$ cat config.mk
export PLATFORM = sky130hd
export DESIGN_NAME = ddr_scrub_top
export DESIGN_NICKNAME = d
export VERILOG_FILES = /design/src/source/scrub_pkg.sv /design/src/source/mem_bus_if.sv /design/src/source/ddr_scrub_top.sv /design/src/source/fault_log.sv /design/src/source/line_scanner.sv /design/src/source/mem_arbiter.sv /design/src/source/scrub_regs.sv
export VERILOG_INCLUDE_DIRS = /design/src /design/src/source
export SDC_FILE = /design/constraint.sdc
export NUM_CORES = 1
export LEC_CHECK = 0
export BUFFER_PORTS_ARGS = -buffer_cell sky130_fd_sc_hd__buf_2
export CAP_MARGIN = 10
export CORE_ASPECT_RATIO = 1.4
export CORE_UTILIZATION = 53
export DETAILED_ROUTE_END_ITERATION = 16
export GPL_TIMING_DRIVEN = 0
export PLACE_DENSITY_LB_ADDON = 0.05
export SLEW_MARGIN = 40
export SYNTH_ARGS = -nofsm -noshare
export SYNTH_HDL_FRONTEND = slang
export SYNTH_SLANG_ARGS = --single-unit
export TNS_END_PERCENT = 1
$ cat constraint.sdc
create_clock -name mem_clk90 -period 3.3 [get_ports mem_clk90]
set_input_delay 0.495 -clock mem_clk90 [delete_from_list [all_inputs] [get_ports mem_clk90]]
set_output_delay 0.495 -clock mem_clk90 [all_outputs]
set_load 0.02 [all_outputs]
$ cat src/source/scrub_settings.svh
// build settings for the DDR read scrubber widths, sizes and register map
`ifndef SCRUB_SETTINGS_SVH
`define SCRUB_SETTINGS_SVH

// memory address layout, row on top and bank at the bottom
`define SCRUB_ROW_BITS     13
`define SCRUB_COL_BITS     10
`define SCRUB_BANK_BITS    2
`define SCRUB_ADDR_BITS    25     // row + col + bank
`define SCRUB_DATA_BITS    32
`define SCRUB_LEN_BITS     10     // burst length field

// scan region, kept small for simulation
`define SCRUB_LINE_WORDS   16
`define SCRUB_ROW_LAST     7      // 8 rows per pass
`define SCRUB_FILL_WORD    32'hFDCB_8610

`define SCRUB_LOG_DEPTH    4
`define SCRUB_LOG_CNT_BITS $clog2(`SCRUB_LOG_DEPTH + 1)
`define SCRUB_PASS_BITS    16

// apb register offsets
`define SCRUB_REG_CTRL      8'h00
`define SCRUB_REG_STATUS    8'h04
`define SCRUB_REG_FAULT_POP 8'h08
`define SCRUB_REG_PEEK_ADDR 8'h0C
`define SCRUB_REG_PEEK_DATA 8'h10

`endif

$ cat src/source/scrub_pkg.sv
// shared types of the DDR read scrubber, the memory address and the register map
`include "scrub_settings.svh"

package scrub_pkg;

   // --------------------
   // memory address
   // --------------------

   // the bus carries one flat word, the scanner and peek build it from fields
   typedef union packed {
      logic [`SCRUB_ADDR_BITS-1:0] flat;
      struct packed {
         logic [`SCRUB_ROW_BITS-1:0]  row;    // top bits
         logic [`SCRUB_COL_BITS-1:0]  col;
         logic [`SCRUB_BANK_BITS-1:0] bank;   // low bits
      } f;
   } mem_addr_u;

   // --------------------
   // apb registers
   // --------------------

   typedef enum logic [7:0] {
      REG_CTRL      = `SCRUB_REG_CTRL,        // bit 0 enable
      REG_STATUS    = `SCRUB_REG_STATUS,      // passes, overrun, log state, peek busy
      REG_FAULT_POP = `SCRUB_REG_FAULT_POP,   // read pops one row
      REG_PEEK_ADDR = `SCRUB_REG_PEEK_ADDR,   // write starts a peek
      REG_PEEK_DATA = `SCRUB_REG_PEEK_DATA
   } reg_offset_e;

endpackage

$ cat src/source/mem_bus_if.sv
// read channel between one requester and the memory arbiter
`timescale 1ns/1ps
`include "scrub_settings.svh"

interface mem_bus_if;
   import scrub_pkg::*;

   logic                        req;
   mem_addr_u                   addr;
   logic [`SCRUB_LEN_BITS-1:0]  len;
   logic                        grant;    // one cycle, from the memory
   logic [`SCRUB_DATA_BITS-1:0] rdata;
   logic                        rvalid;   // only for the burst owner

   modport requester (
      output req, addr, len,
      input  grant, rdata, rvalid
   );

   modport arbiter (
      input  req, addr, len,
      output grant, rdata, rvalid
   );

endinterface

$ cat src/source/ddr_scrub_top.sv
// DDR read scrubber top level with APB control and an external memory read bus
`timescale 1ns/1ps
`include "scrub_settings.svh"

module ddr_scrub_top (
   input  logic                        mem_clk90,
   input  logic                        mem_rst,
   // apb slave
   input  logic                        psel,
   input  logic                        penable,
   input  logic                        pwrite,
   input  logic [7:0]                  paddr,
   input  logic [31:0]                 pwdata,
   output logic [31:0]                 prdata,
   output logic                        pready,
   output logic                        pslverr,
   // memory read bus
   output logic                        mem_req,
   output logic [`SCRUB_ADDR_BITS-1:0] mem_addr,
   output logic [`SCRUB_LEN_BITS-1:0]  mem_len,
   input  logic                        mem_grant,
   input  logic [`SCRUB_DATA_BITS-1:0] mem_rdata,
   input  logic                        mem_rvalid
);

   logic                           scan_enable;
   logic                           log_push;
   logic                           log_pop;
   logic [`SCRUB_ROW_BITS-1:0]     log_row;
   logic [`SCRUB_PASS_BITS-1:0]    pass_count;
   logic                           pass_overrun;
   logic                           log_head_valid;
   logic [`SCRUB_ROW_BITS-1:0]     log_head_row;
   logic [`SCRUB_LOG_CNT_BITS-1:0] log_count;
   logic                           log_overflow;

   mem_bus_if scan_bus ();
   mem_bus_if peek_bus ();

   scrub_regs u_regs (
      .mem_clk90      (mem_clk90),
      .mem_rst        (mem_rst),
      .psel           (psel),
      .penable        (penable),
      .pwrite         (pwrite),
      .paddr          (paddr),
      .pwdata         (pwdata),
      .prdata         (prdata),
      .pready         (pready),
      .pslverr        (pslverr),
      .pass_count     (pass_count),
      .pass_overrun   (pass_overrun),
      .log_head_valid (log_head_valid),
      .log_head_row   (log_head_row),
      .log_count      (log_count),
      .log_overflow   (log_overflow),
      .scan_enable    (scan_enable),
      .log_pop        (log_pop),
      .bus            (peek_bus.requester)
   );

   line_scanner u_scanner (
      .mem_clk90    (mem_clk90),
      .mem_rst      (mem_rst),
      .scan_enable  (scan_enable),
      .log_push     (log_push),
      .log_row      (log_row),
      .pass_count   (pass_count),
      .pass_overrun (pass_overrun),
      .bus          (scan_bus.requester)
   );

   fault_log u_log (
      .mem_clk90  (mem_clk90),
      .mem_rst    (mem_rst),
      .push       (log_push),
      .push_row   (log_row),
      .pop        (log_pop),
      .head_valid (log_head_valid),
      .head_row   (log_head_row),
      .count      (log_count),
      .overflow   (log_overflow)
   );

   mem_arbiter u_arbiter (
      .mem_clk90  (mem_clk90),
      .mem_rst    (mem_rst),
      .mem_grant  (mem_grant),
      .mem_rdata  (mem_rdata),
      .mem_rvalid (mem_rvalid),
      .mem_req    (mem_req),
      .mem_addr   (mem_addr),
      .mem_len    (mem_len),
      .scan       (scan_bus.arbiter),
      .peek       (peek_bus.arbiter)
   );

endmodule

$ cat src/source/fault_log.sv
// fault log FIFO of faulty row numbers with a sticky overflow flag
`timescale 1ns/1ps
`include "scrub_settings.svh"

module fault_log (
   input  logic                           mem_clk90,
   input  logic                           mem_rst,
   input  logic                           push,
   input  logic [`SCRUB_ROW_BITS-1:0]     push_row,
   input  logic                           pop,
   output logic                           head_valid,
   output logic [`SCRUB_ROW_BITS-1:0]     head_row,
   output logic [`SCRUB_LOG_CNT_BITS-1:0] count,
   output logic                           overflow
);

   localparam int DEPTH    = `SCRUB_LOG_DEPTH;
   localparam int PTR_BITS = $clog2(DEPTH);
   localparam int CNT_BITS = `SCRUB_LOG_CNT_BITS;

   logic [`SCRUB_ROW_BITS-1:0] entries [DEPTH];
   logic [PTR_BITS-1:0]        wr_ptr;
   logic [PTR_BITS-1:0]        rd_ptr;
   logic                       full;
   logic                       do_push;
   logic                       do_pop;

   function automatic logic [PTR_BITS-1:0] next_ptr(input logic [PTR_BITS-1:0] ptr);
      return (ptr == PTR_BITS'(DEPTH - 1)) ? '0 : ptr + 1'b1;
   endfunction

   assign full       = (count == CNT_BITS'(DEPTH));
   assign head_valid = (count != '0);
   assign head_row   = entries[rd_ptr];
   assign do_push    = push && !full;       // dropped when full
   assign do_pop     = pop && head_valid;

   always_ff @(posedge mem_clk90) begin
      if (mem_rst) begin
         wr_ptr   <= '0;
         rd_ptr   <= '0;
         count    <= '0;
         overflow <= 1'b0;
      end else begin
         if (do_push)
            wr_ptr <= next_ptr(wr_ptr);
         if (do_pop)
            rd_ptr <= next_ptr(rd_ptr);
         if (do_push && !do_pop)
            count <= count + 1'b1;
         else if (do_pop && !do_push)
            count <= count - 1'b1;
         if (push && full)
            overflow <= 1'b1;
      end
   end

   always_ff @(posedge mem_clk90) begin
      if (do_push)
         entries[wr_ptr] <= push_row;
   end

   assert property (@(posedge mem_clk90) disable iff (mem_rst)
      count <= CNT_BITS'(DEPTH))
      else $error("fault log count above depth");

endmodule

$ cat src/source/line_scanner.sv
// line scanner that reads every row of the region and flags lines off the fill word
`timescale 1ns/1ps
`include "scrub_settings.svh"

module line_scanner (
   input  logic                        mem_clk90,
   input  logic                        mem_rst,
   input  logic                        scan_enable,
   output logic                        log_push,
   output logic [`SCRUB_ROW_BITS-1:0]  log_row,
   output logic [`SCRUB_PASS_BITS-1:0] pass_count,
   output logic                        pass_overrun,
   mem_bus_if.requester                bus
);
   import scrub_pkg::*;

   localparam logic [1:0] ST_IDLE = 2'd0;
   localparam logic [1:0] ST_REQ  = 2'd1;
   localparam logic [1:0] ST_DATA = 2'd2;

   localparam logic [`SCRUB_LEN_BITS-1:0] LINE_LEN = `SCRUB_LEN_BITS'(`SCRUB_LINE_WORDS);
   localparam logic [`SCRUB_ROW_BITS-1:0] ROW_LAST = `SCRUB_ROW_BITS'(`SCRUB_ROW_LAST);

   logic [1:0]                 state;
   logic [`SCRUB_ROW_BITS-1:0] row;
   logic [`SCRUB_LEN_BITS-1:0] word_cnt;
   logic                       line_fault;   // any mismatch so far in this line
   logic                       mismatch;
   logic                       line_end;
   mem_addr_u                  line_addr;

   // every line starts at column 0, bank 0
   always_comb begin
      line_addr       = '0;
      line_addr.f.row = row;
   end

   assign bus.addr = line_addr;
   assign bus.len  = LINE_LEN;

   assign mismatch = bus.rvalid && (bus.rdata != `SCRUB_FILL_WORD);
   assign line_end = (state == ST_DATA) && bus.rvalid && (word_cnt == LINE_LEN - 1'b1);

   // --------------------
   // line sequencer
   // --------------------

   always_ff @(posedge mem_clk90) begin
      if (mem_rst) begin
         state        <= ST_IDLE;
         bus.req      <= 1'b0;
         row          <= '0;
         word_cnt     <= '0;
         line_fault   <= 1'b0;
         log_push     <= 1'b0;
         pass_count   <= '0;
         pass_overrun <= 1'b0;
      end else begin
         log_push <= 1'b0;
         case (state)
            ST_IDLE: begin
               if (scan_enable) begin   // fresh start always at row 0
                  row        <= '0;
                  line_fault <= 1'b0;
                  bus.req    <= 1'b1;
                  state      <= ST_REQ;
               end
            end
            ST_REQ: begin
               if (bus.grant) begin
                  bus.req  <= 1'b0;
                  word_cnt <= '0;
                  state    <= ST_DATA;
               end
            end
            ST_DATA: begin
               if (bus.rvalid) begin
                  word_cnt <= word_cnt + 1'b1;
                  if (mismatch)
                     line_fault <= 1'b1;
               end
               if (line_end) begin
                  log_push   <= line_fault || mismatch;
                  line_fault <= 1'b0;
                  if (row == ROW_LAST) begin
                     row        <= '0;
                     pass_count <= pass_count + 1'b1;
                     if (&pass_count)
                        pass_overrun <= 1'b1;   // sticky
                  end else begin
                     row <= row + 1'b1;
                  end
                  // a dropped enable lets the line finish, then idle
                  if (scan_enable) begin
                     bus.req <= 1'b1;
                     state   <= ST_REQ;
                  end else begin
                     state   <= ST_IDLE;
                  end
               end
            end
            default: state <= ST_IDLE;
         endcase
      end
   end

   always_ff @(posedge mem_clk90) begin
      if (line_end)
         log_row <= row;
   end

   assert property (@(posedge mem_clk90) disable iff (mem_rst)
      bus.req && !bus.grant |=> $stable(bus.addr) && $stable(bus.len))
      else $error("scanner request changed before grant");

endmodule

$ cat src/source/mem_arbiter.sv
// round robin arbiter handing the memory read bus to one burst at a time
`timescale 1ns/1ps
`include "scrub_settings.svh"

module mem_arbiter (
   input  logic                        mem_clk90,
   input  logic                        mem_rst,
   input  logic                        mem_grant,
   input  logic [`SCRUB_DATA_BITS-1:0] mem_rdata,
   input  logic                        mem_rvalid,
   output logic                        mem_req,
   output logic [`SCRUB_ADDR_BITS-1:0] mem_addr,
   output logic [`SCRUB_LEN_BITS-1:0]  mem_len,
   mem_bus_if.arbiter                  scan,
   mem_bus_if.arbiter                  peek
);
   import scrub_pkg::*;

   localparam int LEN_BITS = `SCRUB_LEN_BITS;

   logic                pending;      // forwarded, waiting for grant
   logic                in_burst;
   logic                owner;        // 0 scanner, 1 peek
   logic                last_owner;
   logic                pick;
   logic [LEN_BITS-1:0] remaining;
   mem_addr_u           sel_addr;

   // with both asking, the peer that did not own the last burst wins
   assign pick = (scan.req && peek.req) ? !last_owner : peek.req;

   assign sel_addr = owner ? peek.addr : scan.addr;
   assign mem_req  = pending;
   assign mem_addr = sel_addr.flat;
   assign mem_len  = owner ? peek.len : scan.len;

   assign scan.grant  = pending && mem_grant && !owner;
   assign peek.grant  = pending && mem_grant && owner;
   assign scan.rdata  = mem_rdata;
   assign peek.rdata  = mem_rdata;
   assign scan.rvalid = in_burst && mem_rvalid && !owner;
   assign peek.rvalid = in_burst && mem_rvalid && owner;

   always_ff @(posedge mem_clk90) begin
      if (mem_rst) begin
         pending    <= 1'b0;
         in_burst   <= 1'b0;
         owner      <= 1'b0;
         last_owner <= 1'b1;   // scanner first
         remaining  <= '0;
      end else if (pending) begin
         if (mem_grant) begin
            pending   <= 1'b0;
            in_burst  <= 1'b1;
            remaining <= mem_len;
         end
      end else if (in_burst) begin
         if (mem_rvalid) begin
            remaining <= remaining - 1'b1;
            if (remaining == LEN_BITS'(1)) begin   // last word of the burst
               in_burst   <= 1'b0;
               last_owner <= owner;
            end
         end
      end else if (scan.req || peek.req) begin
         owner   <= pick;
         pending <= 1'b1;
      end
   end

   assert property (@(posedge mem_clk90) disable iff (mem_rst)
      !(scan.grant && peek.grant))
      else $error("both requesters granted in one cycle");

endmodule

$ cat src/source/scrub_regs.sv
// APB register block with scan control, fault log pop and single word peek
`timescale 1ns/1ps
`include "scrub_settings.svh"

module scrub_regs (
   input  logic                           mem_clk90,
   input  logic                           mem_rst,
   input  logic                           psel,
   input  logic                           penable,
   input  logic                           pwrite,
   input  logic [7:0]                     paddr,
   input  logic [31:0]                    pwdata,
   output logic [31:0]                    prdata,
   output logic                           pready,
   output logic                           pslverr,
   input  logic [`SCRUB_PASS_BITS-1:0]    pass_count,
   input  logic                           pass_overrun,
   input  logic                           log_head_valid,
   input  logic [`SCRUB_ROW_BITS-1:0]     log_head_row,
   input  logic [`SCRUB_LOG_CNT_BITS-1:0] log_count,
   input  logic                           log_overflow,
   output logic                           scan_enable,
   output logic                           log_pop,
   mem_bus_if.requester                   bus
);
   import scrub_pkg::*;

   logic                        wr_access;
   logic                        rd_access;
   logic                        mapped;
   logic                        peek_start;
   logic                        peek_busy;
   mem_addr_u                   peek_addr;
   logic [`SCRUB_DATA_BITS-1:0] peek_data;

   assign wr_access = psel && penable && pwrite;
   assign rd_access = psel && penable && !pwrite;

   // --------------------
   // apb decode
   // --------------------

   assign pready  = 1'b1;   // no wait states
   assign pslverr = psel && penable && !mapped;

   always_comb begin
      mapped = 1'b1;
      prdata = '0;
      case (paddr)
         REG_CTRL:      prdata = {31'd0, scan_enable};
         REG_STATUS:    prdata = {9'd0, peek_busy, 4'(log_count), log_overflow,
                                  pass_overrun, pass_count};
         REG_FAULT_POP: prdata = {log_head_valid, {(31 - `SCRUB_ROW_BITS){1'b0}},
                                  log_head_row};
         REG_PEEK_ADDR: prdata = {{(32 - `SCRUB_ADDR_BITS){1'b0}}, peek_addr.flat};
         REG_PEEK_DATA: prdata = peek_data;
         default:       mapped = 1'b0;
      endcase
   end

   // head entry shows in prdata this cycle, leaves the log at the edge
   assign log_pop = rd_access && (paddr == REG_FAULT_POP) && log_head_valid;

   // --------------------
   // control and peek
   // --------------------

   assign peek_start = wr_access && (paddr == REG_PEEK_ADDR) && !peek_busy;
   assign bus.addr   = peek_addr;
   assign bus.len    = `SCRUB_LEN_BITS'(1);   // single word

   always_ff @(posedge mem_clk90) begin
      if (mem_rst) begin
         scan_enable <= 1'b0;
         peek_busy   <= 1'b0;
         bus.req     <= 1'b0;
      end else begin
         if (wr_access && (paddr == REG_CTRL))
            scan_enable <= pwdata[0];
         if (peek_start) begin
            peek_busy <= 1'b1;
            bus.req   <= 1'b1;
         end else if (bus.grant) begin
            bus.req   <= 1'b0;
         end
         if (peek_busy && bus.rvalid)
            peek_busy <= 1'b0;   // word has landed
      end
   end

   always_ff @(posedge mem_clk90) begin
      if (peek_start)
         peek_addr.flat <= pwdata[`SCRUB_ADDR_BITS-1:0];
      if (peek_busy && bus.rvalid)
         peek_data <= bus.rdata;
   end

   // once granted, the peek stays off the bus until its word lands
   assert property (@(posedge mem_clk90) disable iff (mem_rst)
      peek_busy && !bus.req |-> !bus.grant)
      else $error("second peek request granted while a peek was in flight");

endmodule

==> results of run 1 <==
[logic make-up (layout without fill, tap and decap cells)]
| kind of cell | after synthesis | in the layout | synth area share (%) |
|---|---|---|---|
| and+or+nand+nor | 264 | 264 | 17.2 |
| DFF | 194 | 194 | 58.4 |
| AOI/OAI and AO/OA | 153 | 153 | 11.6 |
| buffers and inverters | 75 | 238 | 3.82 |
| muxes | 32 | 32 | 5.71 |
| adders and majority gates | 17 | 17 | 2.52 |
| xor gates and xnor gates | 7 | 7 | 0.701 |
| other | 2 | 11 | 0.0859 |
[routing by layer]
layer  up-vias  global-route usage (%)  wire (microns)
met5         -                       0              10
met4         2                    17.4            1280
met3        61                    6.74            1380
met2       267                    49.2           12100
met1      3307                    31.7            8890
li1       3171                       -               -
[where the power goes]
| group | internal, W | switching, W |
|---|---|---|
| combinational | 0.0000489 | 0.0000706 |
| sequential | 0.00256 | 0.000000255 |
| clock | 0.00114 | 0.000946 |
| total | 0.00374 | 0.00102 |
[cells in the final DEF (no fill, tap or decap), types with 5 or more instances in the layout]
cell type  instances
mux2_2            13
a31oi_1            5
nand2_1           68
nand3_1           26
buf_2            131
ha_1              16
and2_1            29
nor4_1             6
a21oi_1           48
dfxtp_1           72
and4_1             5
nor2_1            24
conb_1             9
nor3_1            10
buf_4             10
inv_1             24
mux2i_1            6
clkbuf_16         17
mux4_2            13
clkbuf_2           5
nand4_1           18
or3_1             12
a22oi_1           22
or4_1             31
edfxtp_1         122
buf_1              5
o21ai_0           20
o31ai_1           26
clkbuf_1          25
xor2_1             5
[flip-flops by register name, summed over array words and instances, names as in the netlist, 2 cells and up, named ones only]
register and flops:
u_arbiter.remaining 10, u_log.count 3, u_log.entries 52, u_log.rd_ptr 2, u_log.wr_ptr 2, u_regs.bus.addr 25, u_regs.peek_data 32, u_scanner.log_row 13
u_scanner.pass_count 16, u_scanner.row 13, u_scanner.state 2, u_scanner.word_cnt 10
[cell type report]
class                   instances  share of cell area [%]
clock inverters                14                    1.59
repair buffers                132                    6.58
inverters                      25                   0.904
flip-flops and latches        194                    49.2
multi-input cells             482                    32.6
diodes                          2                  0.0482
well taps                     199                    2.40
clock buffers                  17                    4.10
plain buffers                  50                    2.52
[per-stage QoR]
step,cell area [sq um],TNS [ns],worst slack [ns],instances
2_1_floorplan,8770,0,0.245,751
3_3_place_gp,9670,-14.87,-0.498,1081
3_5_place_dp,9730,-2.55,-0.380,1082
4_1_cts,10300,-0.00960,-0.00960,1113
5_1_grt,10400,0,0.00491,1114
6_report,10400,0,0.112,1115
[final timing paths]
| path | endpoint | from | slack [ns] | depth (start not counted) |
|---|---|---|---|---|
| max | prdata[0] | paddr[0] | 0.11 | 9 |
| min | u_regs.bus.addr[2]$_DFFE_PP_ | pwdata[2] | 0.23 | 1 |
| max reg2reg | u_scanner.state[0]$_SDFFE_PP0P_ | u_scanner.word_cnt[0]$_SDFFE_PP0P_ | 0.40 | 8 |
| min reg2reg | u_arbiter.last_owner$_SDFFE_PP1P_ | u_arbiter.last_owner$_SDFFE_PP1P_ | 0.47 | 1 |
[what timing repair did]
item                       CTS  global route
gates cloned                 0             0
pin swaps                    0             1
resized for setup            8            10
hold buffers                 0             0
setup endpoints to repair   31            21
==> metrics.md, run 1 <==
| Metric | Value |
|---|---|
| Num rows | 55 |
| CTS root buf | clkbuf_16 |
| Violation count after the first detailed-route iteration | 505 |
| Die Wd | around 110 microns |
| VDD IR max | 0.421 mV |
| CTS tree | yes |
| Design Power | 0.00476 W |
| Worst Tran Pin Value | between 0.7 and 0.8 ns |
| Count leader, synth | edfxtp_1 |
| RSZ-0062 raised after global routing | false |
| Share of layout cells above drive strength 1 | 24.6% |
| Worst path required time | 2.80 ns |
| Most frequent cells after synthesis | edfxtp_1 (122), dfxtp_1 (72), nand2_1 (68), a21oi_1 (48), clkbuf_1 (33) |
| Multi-input logic area | 3390 sq um |
| Post-CTS Setup Bufs | 0 |
| Sequential Area | just over 5000 sq um |
| Area delta synth->final | 18.7% |
| Final nets | roughly 1000 |
| Min Tclk post-route | about 3.2 ns |
| Synth cell types | between 60 and 70 |
| Top cells by area, synth | edfxtp_1 (42%), dfxtp_1 (16%), mux4_2 (3.3%) |
| Core Box Area | ~16000 sq um |
| # IOs | roughly 150 |
| Die area | between 15000 and 20000 sq um |
| Worst hold slack | between 0.2 and 0.25 ns |
| Synth top area share | between 40% and 50% |
| Asr flop ratio synth | 0% |
| GR Util All Layers | about 28% |
| Total CTS buffers | 17 |
| Cell Pwr Density | between 400 and 500 nW/um^2 |
| EDFF count, synth | 122 |
| Initial Util | a little over half |
| Worst-Skew Late Latency | between 0.4 and 0.5 ns |
| Clk sinks | slightly below 200 |
| Final core occ | 64.2% |
| Sequential-to-total area share from yosys stat | ~58% |
| Initial antenna violation count | 3 |
| Mean routed wirelength per cell | between 20 and 25 microns |
| Yosys warnings | 0 |
| Avg Synthesized Cell Area | between 10 and 15 sq um |
| Initial DRT Pass Iterations | 7 |
| Worst-path maximum fanout | 10 |
| Chip Height | roughly 150 microns |
| RePlAce Congestion | ~0.89 |
| Routed WL | 23.6 mm |
| Top cell type by total area after synthesis | edfxtp_1 |
| DRT antenna net count | 0 |
| CTS H-tree lvls | 4 |
| Port Buffers | 131 |
| Reg clk slew, reported paths | roughly 0.070 ns |
| Synth Flop Type | edfxtp_1 |
| Vias after detailed routing | between 6000 and 7000 |
| Relative slew slack | ~48% |
| Vias in the first global route | roughly 6800 |
| Layout fillers | roughly 1300 |
| Min-delay worst type | input port to flip-flop |
| CP max stage cell | or4_1 |
| Vias per std cell | 6.11 |
| CP delay by family, top | buffers and inverters |
| Crit path kind | input port to primary output |
| Crit path cell chain | buf_2, or4_1, buf_1, nor4bb_1, clkbuf_2, clkbuf_4, a22oi_1, o21ai_0, buf_2 |
| Setup Skew | approximately 0.0090 ns |
| Synthesis-stage register bit count | 194 |
| Post-Syn Instances | about 740 |
| Status | finished, final reports clean |
| DRC | 0 |
| Clock Path Buffers | 2 |
| Mapped cell area | roughly 8700 sq um |
| Hpwl dp | ~18 mm |
| Buf/Inv on CP | 5 |
| Leakage | about 3.7 nW |
| Fmax | approximately 310 MHz |
| Total gr overflow | 0 |
| Setup Viol. Count Final | 0 |
| WP data arrival | between 2 and 3 ns |
| Critical Path Max Stage Delay | roughly 0.50 ns |
| Critical path endpoint category | primary output |
| Max-Cap Viols | 0 |
| Fin crit share | 96.6% |
| CP Launch Type | input port |
| Cell mode on critical path | buf_2 |
| Largest net degree at the start of global routing | 27 |
| Slew Limit Fails | 0 |
| First-pass GRT wire length | 36.5 mm |
| Final hold violations | 0 |
Note: power is estimated with default switching activity, not from simulation.
==> run 2: changes to the inputs <==
Settings changed: SYNTH_HIERARCHICAL from default to 1.
==> run 2 against run 1 <==
Against the previous run: sequential power hardly changed; largest cell class unchanged; non-clock buffer count grew 56; critical endpoint unchanged; die area grew 14%; power is 4.2% higher; critical path depth decreased by 2; area after synthesis increased by 14%; routed wire length grew 1.0%.
==> metrics.md, run 2 <==
| Metric | Value |
|---|---|
| Status | finished, final reports clean |
| Crit path kind | flip-flop to primary output |
| Initial antenna violation count | 0 |
| Layout fillers | about 1500 |
| Final nets | 1092 |
| Mapped cell area | ~10000 sq um |
| # IOs | 149 |
| Reg2reg start | u_arbiter/owner$_SDFFE_PP0P_ |
| Routed WL | around 24 mm |
| Initial DRT Pass Iterations | 5 |
| Num rows | 59 |
| Total gr overflow | 0 |
| Worst-path maximum fanout | 10 |
| Violation count after the first detailed-route iteration | approximately 350 |
| Slew Limit Fails | 0 |
| Leakage | around 4.4 nW |
| Count leader, synth | edfxtp_1 |
| Hold EP | u_regs/bus.addr[14]$_DFFE_PP_ |
| Design Power | between 0.004 and 0.005 W |
| Min-delay worst type | input port to flip-flop |
| Chip Height | 164 microns |
| WP data arrival | ~2.6 ns |
| RePlAce Congestion | between 0.8 and 0.9 |
| Vias in the first global route | around 6800 |
| Share of layout cells above drive strength 1 | 34.4% |
| Most frequent cells in the layout | edfxtp_1 (122), buf_2 (115), buf_4 (98) |
| Hpwl dp | roughly 18 mm |
| Core Box Area | between 15000 and 20000 sq um |
| Top reg by flops | u_log/entries |
| Relative slew slack | a little under half |
| EDFF count, synth | between 100 and 150 |
| Asr flop ratio synth | 0% |
| Clock Path Buffers | 2 |
| Worst R2R Setup Slack | roughly 0.30 ns |
| Worst path required time | about 2.8 ns |
| End of the worst register-to-register path | u_scanner/log_push$_SDFF_PP0_ |
| Worst-Skew Late Latency | around 0.44 ns |
| Setup Skew | ~0.011 ns |
| Worst hold slack | 0.227 ns |
| Avg Synthesized Cell Area | about 12 sq um |
| Port Buffers | 100 |
| Mean routed wirelength per cell | approximately 19 microns |
| Hold depth | 1 |
| Area delta synth->final | 15.7% |
| Hold Buf Count CTS | 0 |
| Vias after detailed routing | between 6000 and 7000 |
| Clk sinks | between 150 and 200 |
| CTS tree | yes |
| Final WS setup | 0.243 ns |
| CP Launch Type | flip-flop |
| Die Wd | 118 microns |
| Most frequent cells after synthesis | edfxtp_1 (122), buf_4 (98), dfxtp_1 (72), nor2_1 (59), mux2_2 (49) |
| Max-Cap Viols | 0 |
| GR Util All Layers | ~26% |
| Setup slack at placement | -0.104 ns |
| Die area | 19400 sq um |
| Synthesis-stage register bit count | ~190 |
| Largest net degree at the start of global routing | 26 |
| RSZ-0062 raised after global routing | false |
| Top cell type by total area after synthesis | edfxtp_1 |
| Vias per std cell | 5.50 |
| Post-Syn Instances | approximately 850 |
| Synth cell types | 80 |
| Post-CTS Setup Bufs | 0 |
| DRT antenna net count | 0 |
| Final hold violations | 0 |
| Setup Viol. Count Final | 0 |
| Initial Util | a little over half |
| First-pass GRT wire length | between 30 and 40 mm |
| CTS root buf | clkbuf_16 |
| Fin crit share | between 90% and 100% |
| Reg clk slew, reported paths | 0.08 ns |
| Yosys warnings | 6 |
| Synth top area share | between 30% and 40% |
| Sequential-to-total area share from yosys stat | 51.1% |
| CTS H-tree lvls | 4 |
| Fmax | about 330 MHz |
| VDD IR max | 0.331 mV |
| Most common cell after layout, fill and taps aside | edfxtp_1 |
| Synth Flop Type | edfxtp_1 |
| Total CTS buffers | 17 |
| Antenna cells | 0 |
| Max reg flops | 52 |
| Min Tclk post-route | between 3 and 4 ns |
| Cell Pwr Density | 429 nW/um^2 |
| Post-CTS sizing | 0 |
| Hold Startpoint | pwdata[14] |
| Top cells by area, synth | edfxtp_1 (37%), dfxtp_1 (14%), buf_4 (7.4%) |
| FF-to-FF path depth | 8 |
| Worst Tran Pin Value | ~0.8 ns |
| DRC | 0 |
| Critical path endpoint category | primary output |
[run 2: cell families (layout without fill, tap and decap cells)]
logic type                 count (synthesis)  in the layout  synth area share (%)
adders and majority gates                 12             12                  1.58
xor gates and xnor gates                   8              8                 0.702
AOI/OAI and AO/OA                        133            133                  9.71
and+or+nand+nor                          255            255                  15.1
other                                      4             33                 0.150
buffers and inverters                    156            289                  10.1
DFF                                      194            194                  51.1
muxes                                     90             90                  11.6
[run 2: layout make-up]
class                           instances  area, sq um  area share (%)
Clock inverter                         14          186            1.61
Tap cell                              244          305            2.64
Multi-Input combinational cell        531         3980            34.5
Buffer                                137          932            8.07
Sequential cell                       194         5100            44.2
Clock buffer                           18          439            3.80
Inverter                               19         71.3           0.617
Timing Repair Buffer                  101          528            4.57
[run 2: critical path, stage by stage, from the launching register on]
cell,delay (ns)
dfxtp_1,0.46
buf_6,0.23
mux4_2,0.56
mux2_2,0.28
a22oi_1,0.13
o21ai_0,0.10
a32o_1,0.21
buf_2,0.16
[run 2: metrics by stage]
step | setup TNS (ns) | instances | area (sq um) | util, %
2_1_floorplan | 0 | 881 | 10100 | -
5_1_grt | 0 | 1258 | 11600 | 62.3
6_report | 0 | 1258 | 11600 | 62.3
3_3_place_gp | -0.0361 | 1225 | 10900 | 58.8
4_1_cts | 0 | 1258 | 11600 | 62.3
3_5_place_dp | -0.115 | 1226 | 10900 | 59.0
[run 2: routing by layer]
| metal | track usage (%) | routed length [microns] | up-vias |
|---|---|---|---|
| li1 | - | - | 3350 |
| met1 | 29.9 | 9710 | 3338 |
| met2 | 46.4 | 12400 | 197 |
| met3 | 5.04 | 1200 | 32 |
| met4 | 9.85 | 582 | 0 |
| met5 | 0 | 0 | - |
[run 2: power breakdown]
part	switching, W	internal [W]
Clock	0.000975	0.00118
Sequential	0.000000272	0.00256
Combinational	0.000114	0.000134
Total	0.00109	0.00387
[run 2: worst max-delay path by stage]
stage                     cells after the start                            end  slack (ns)                         start
final                                         7                      prdata[0]        0.24                     flip-flop
after global routing                          8  u_scanner/log_push$_SDFF_PP0_        0.14  u_arbiter/owner$_SDFFE_PP0P_
after CTS                                     7                      prdata[0]        0.24                     flip-flop
after detailed placement                     12    u_log/count[2]$_SDFFE_PP0P_       -0.10                      paddr[7]
after global placement                       12    u_log/count[2]$_SDFFE_PP0P_       -0.04                      paddr[7]
after floorplan                              11    u_log/count[2]$_SDFFE_PP0P_        0.48                      paddr[7]
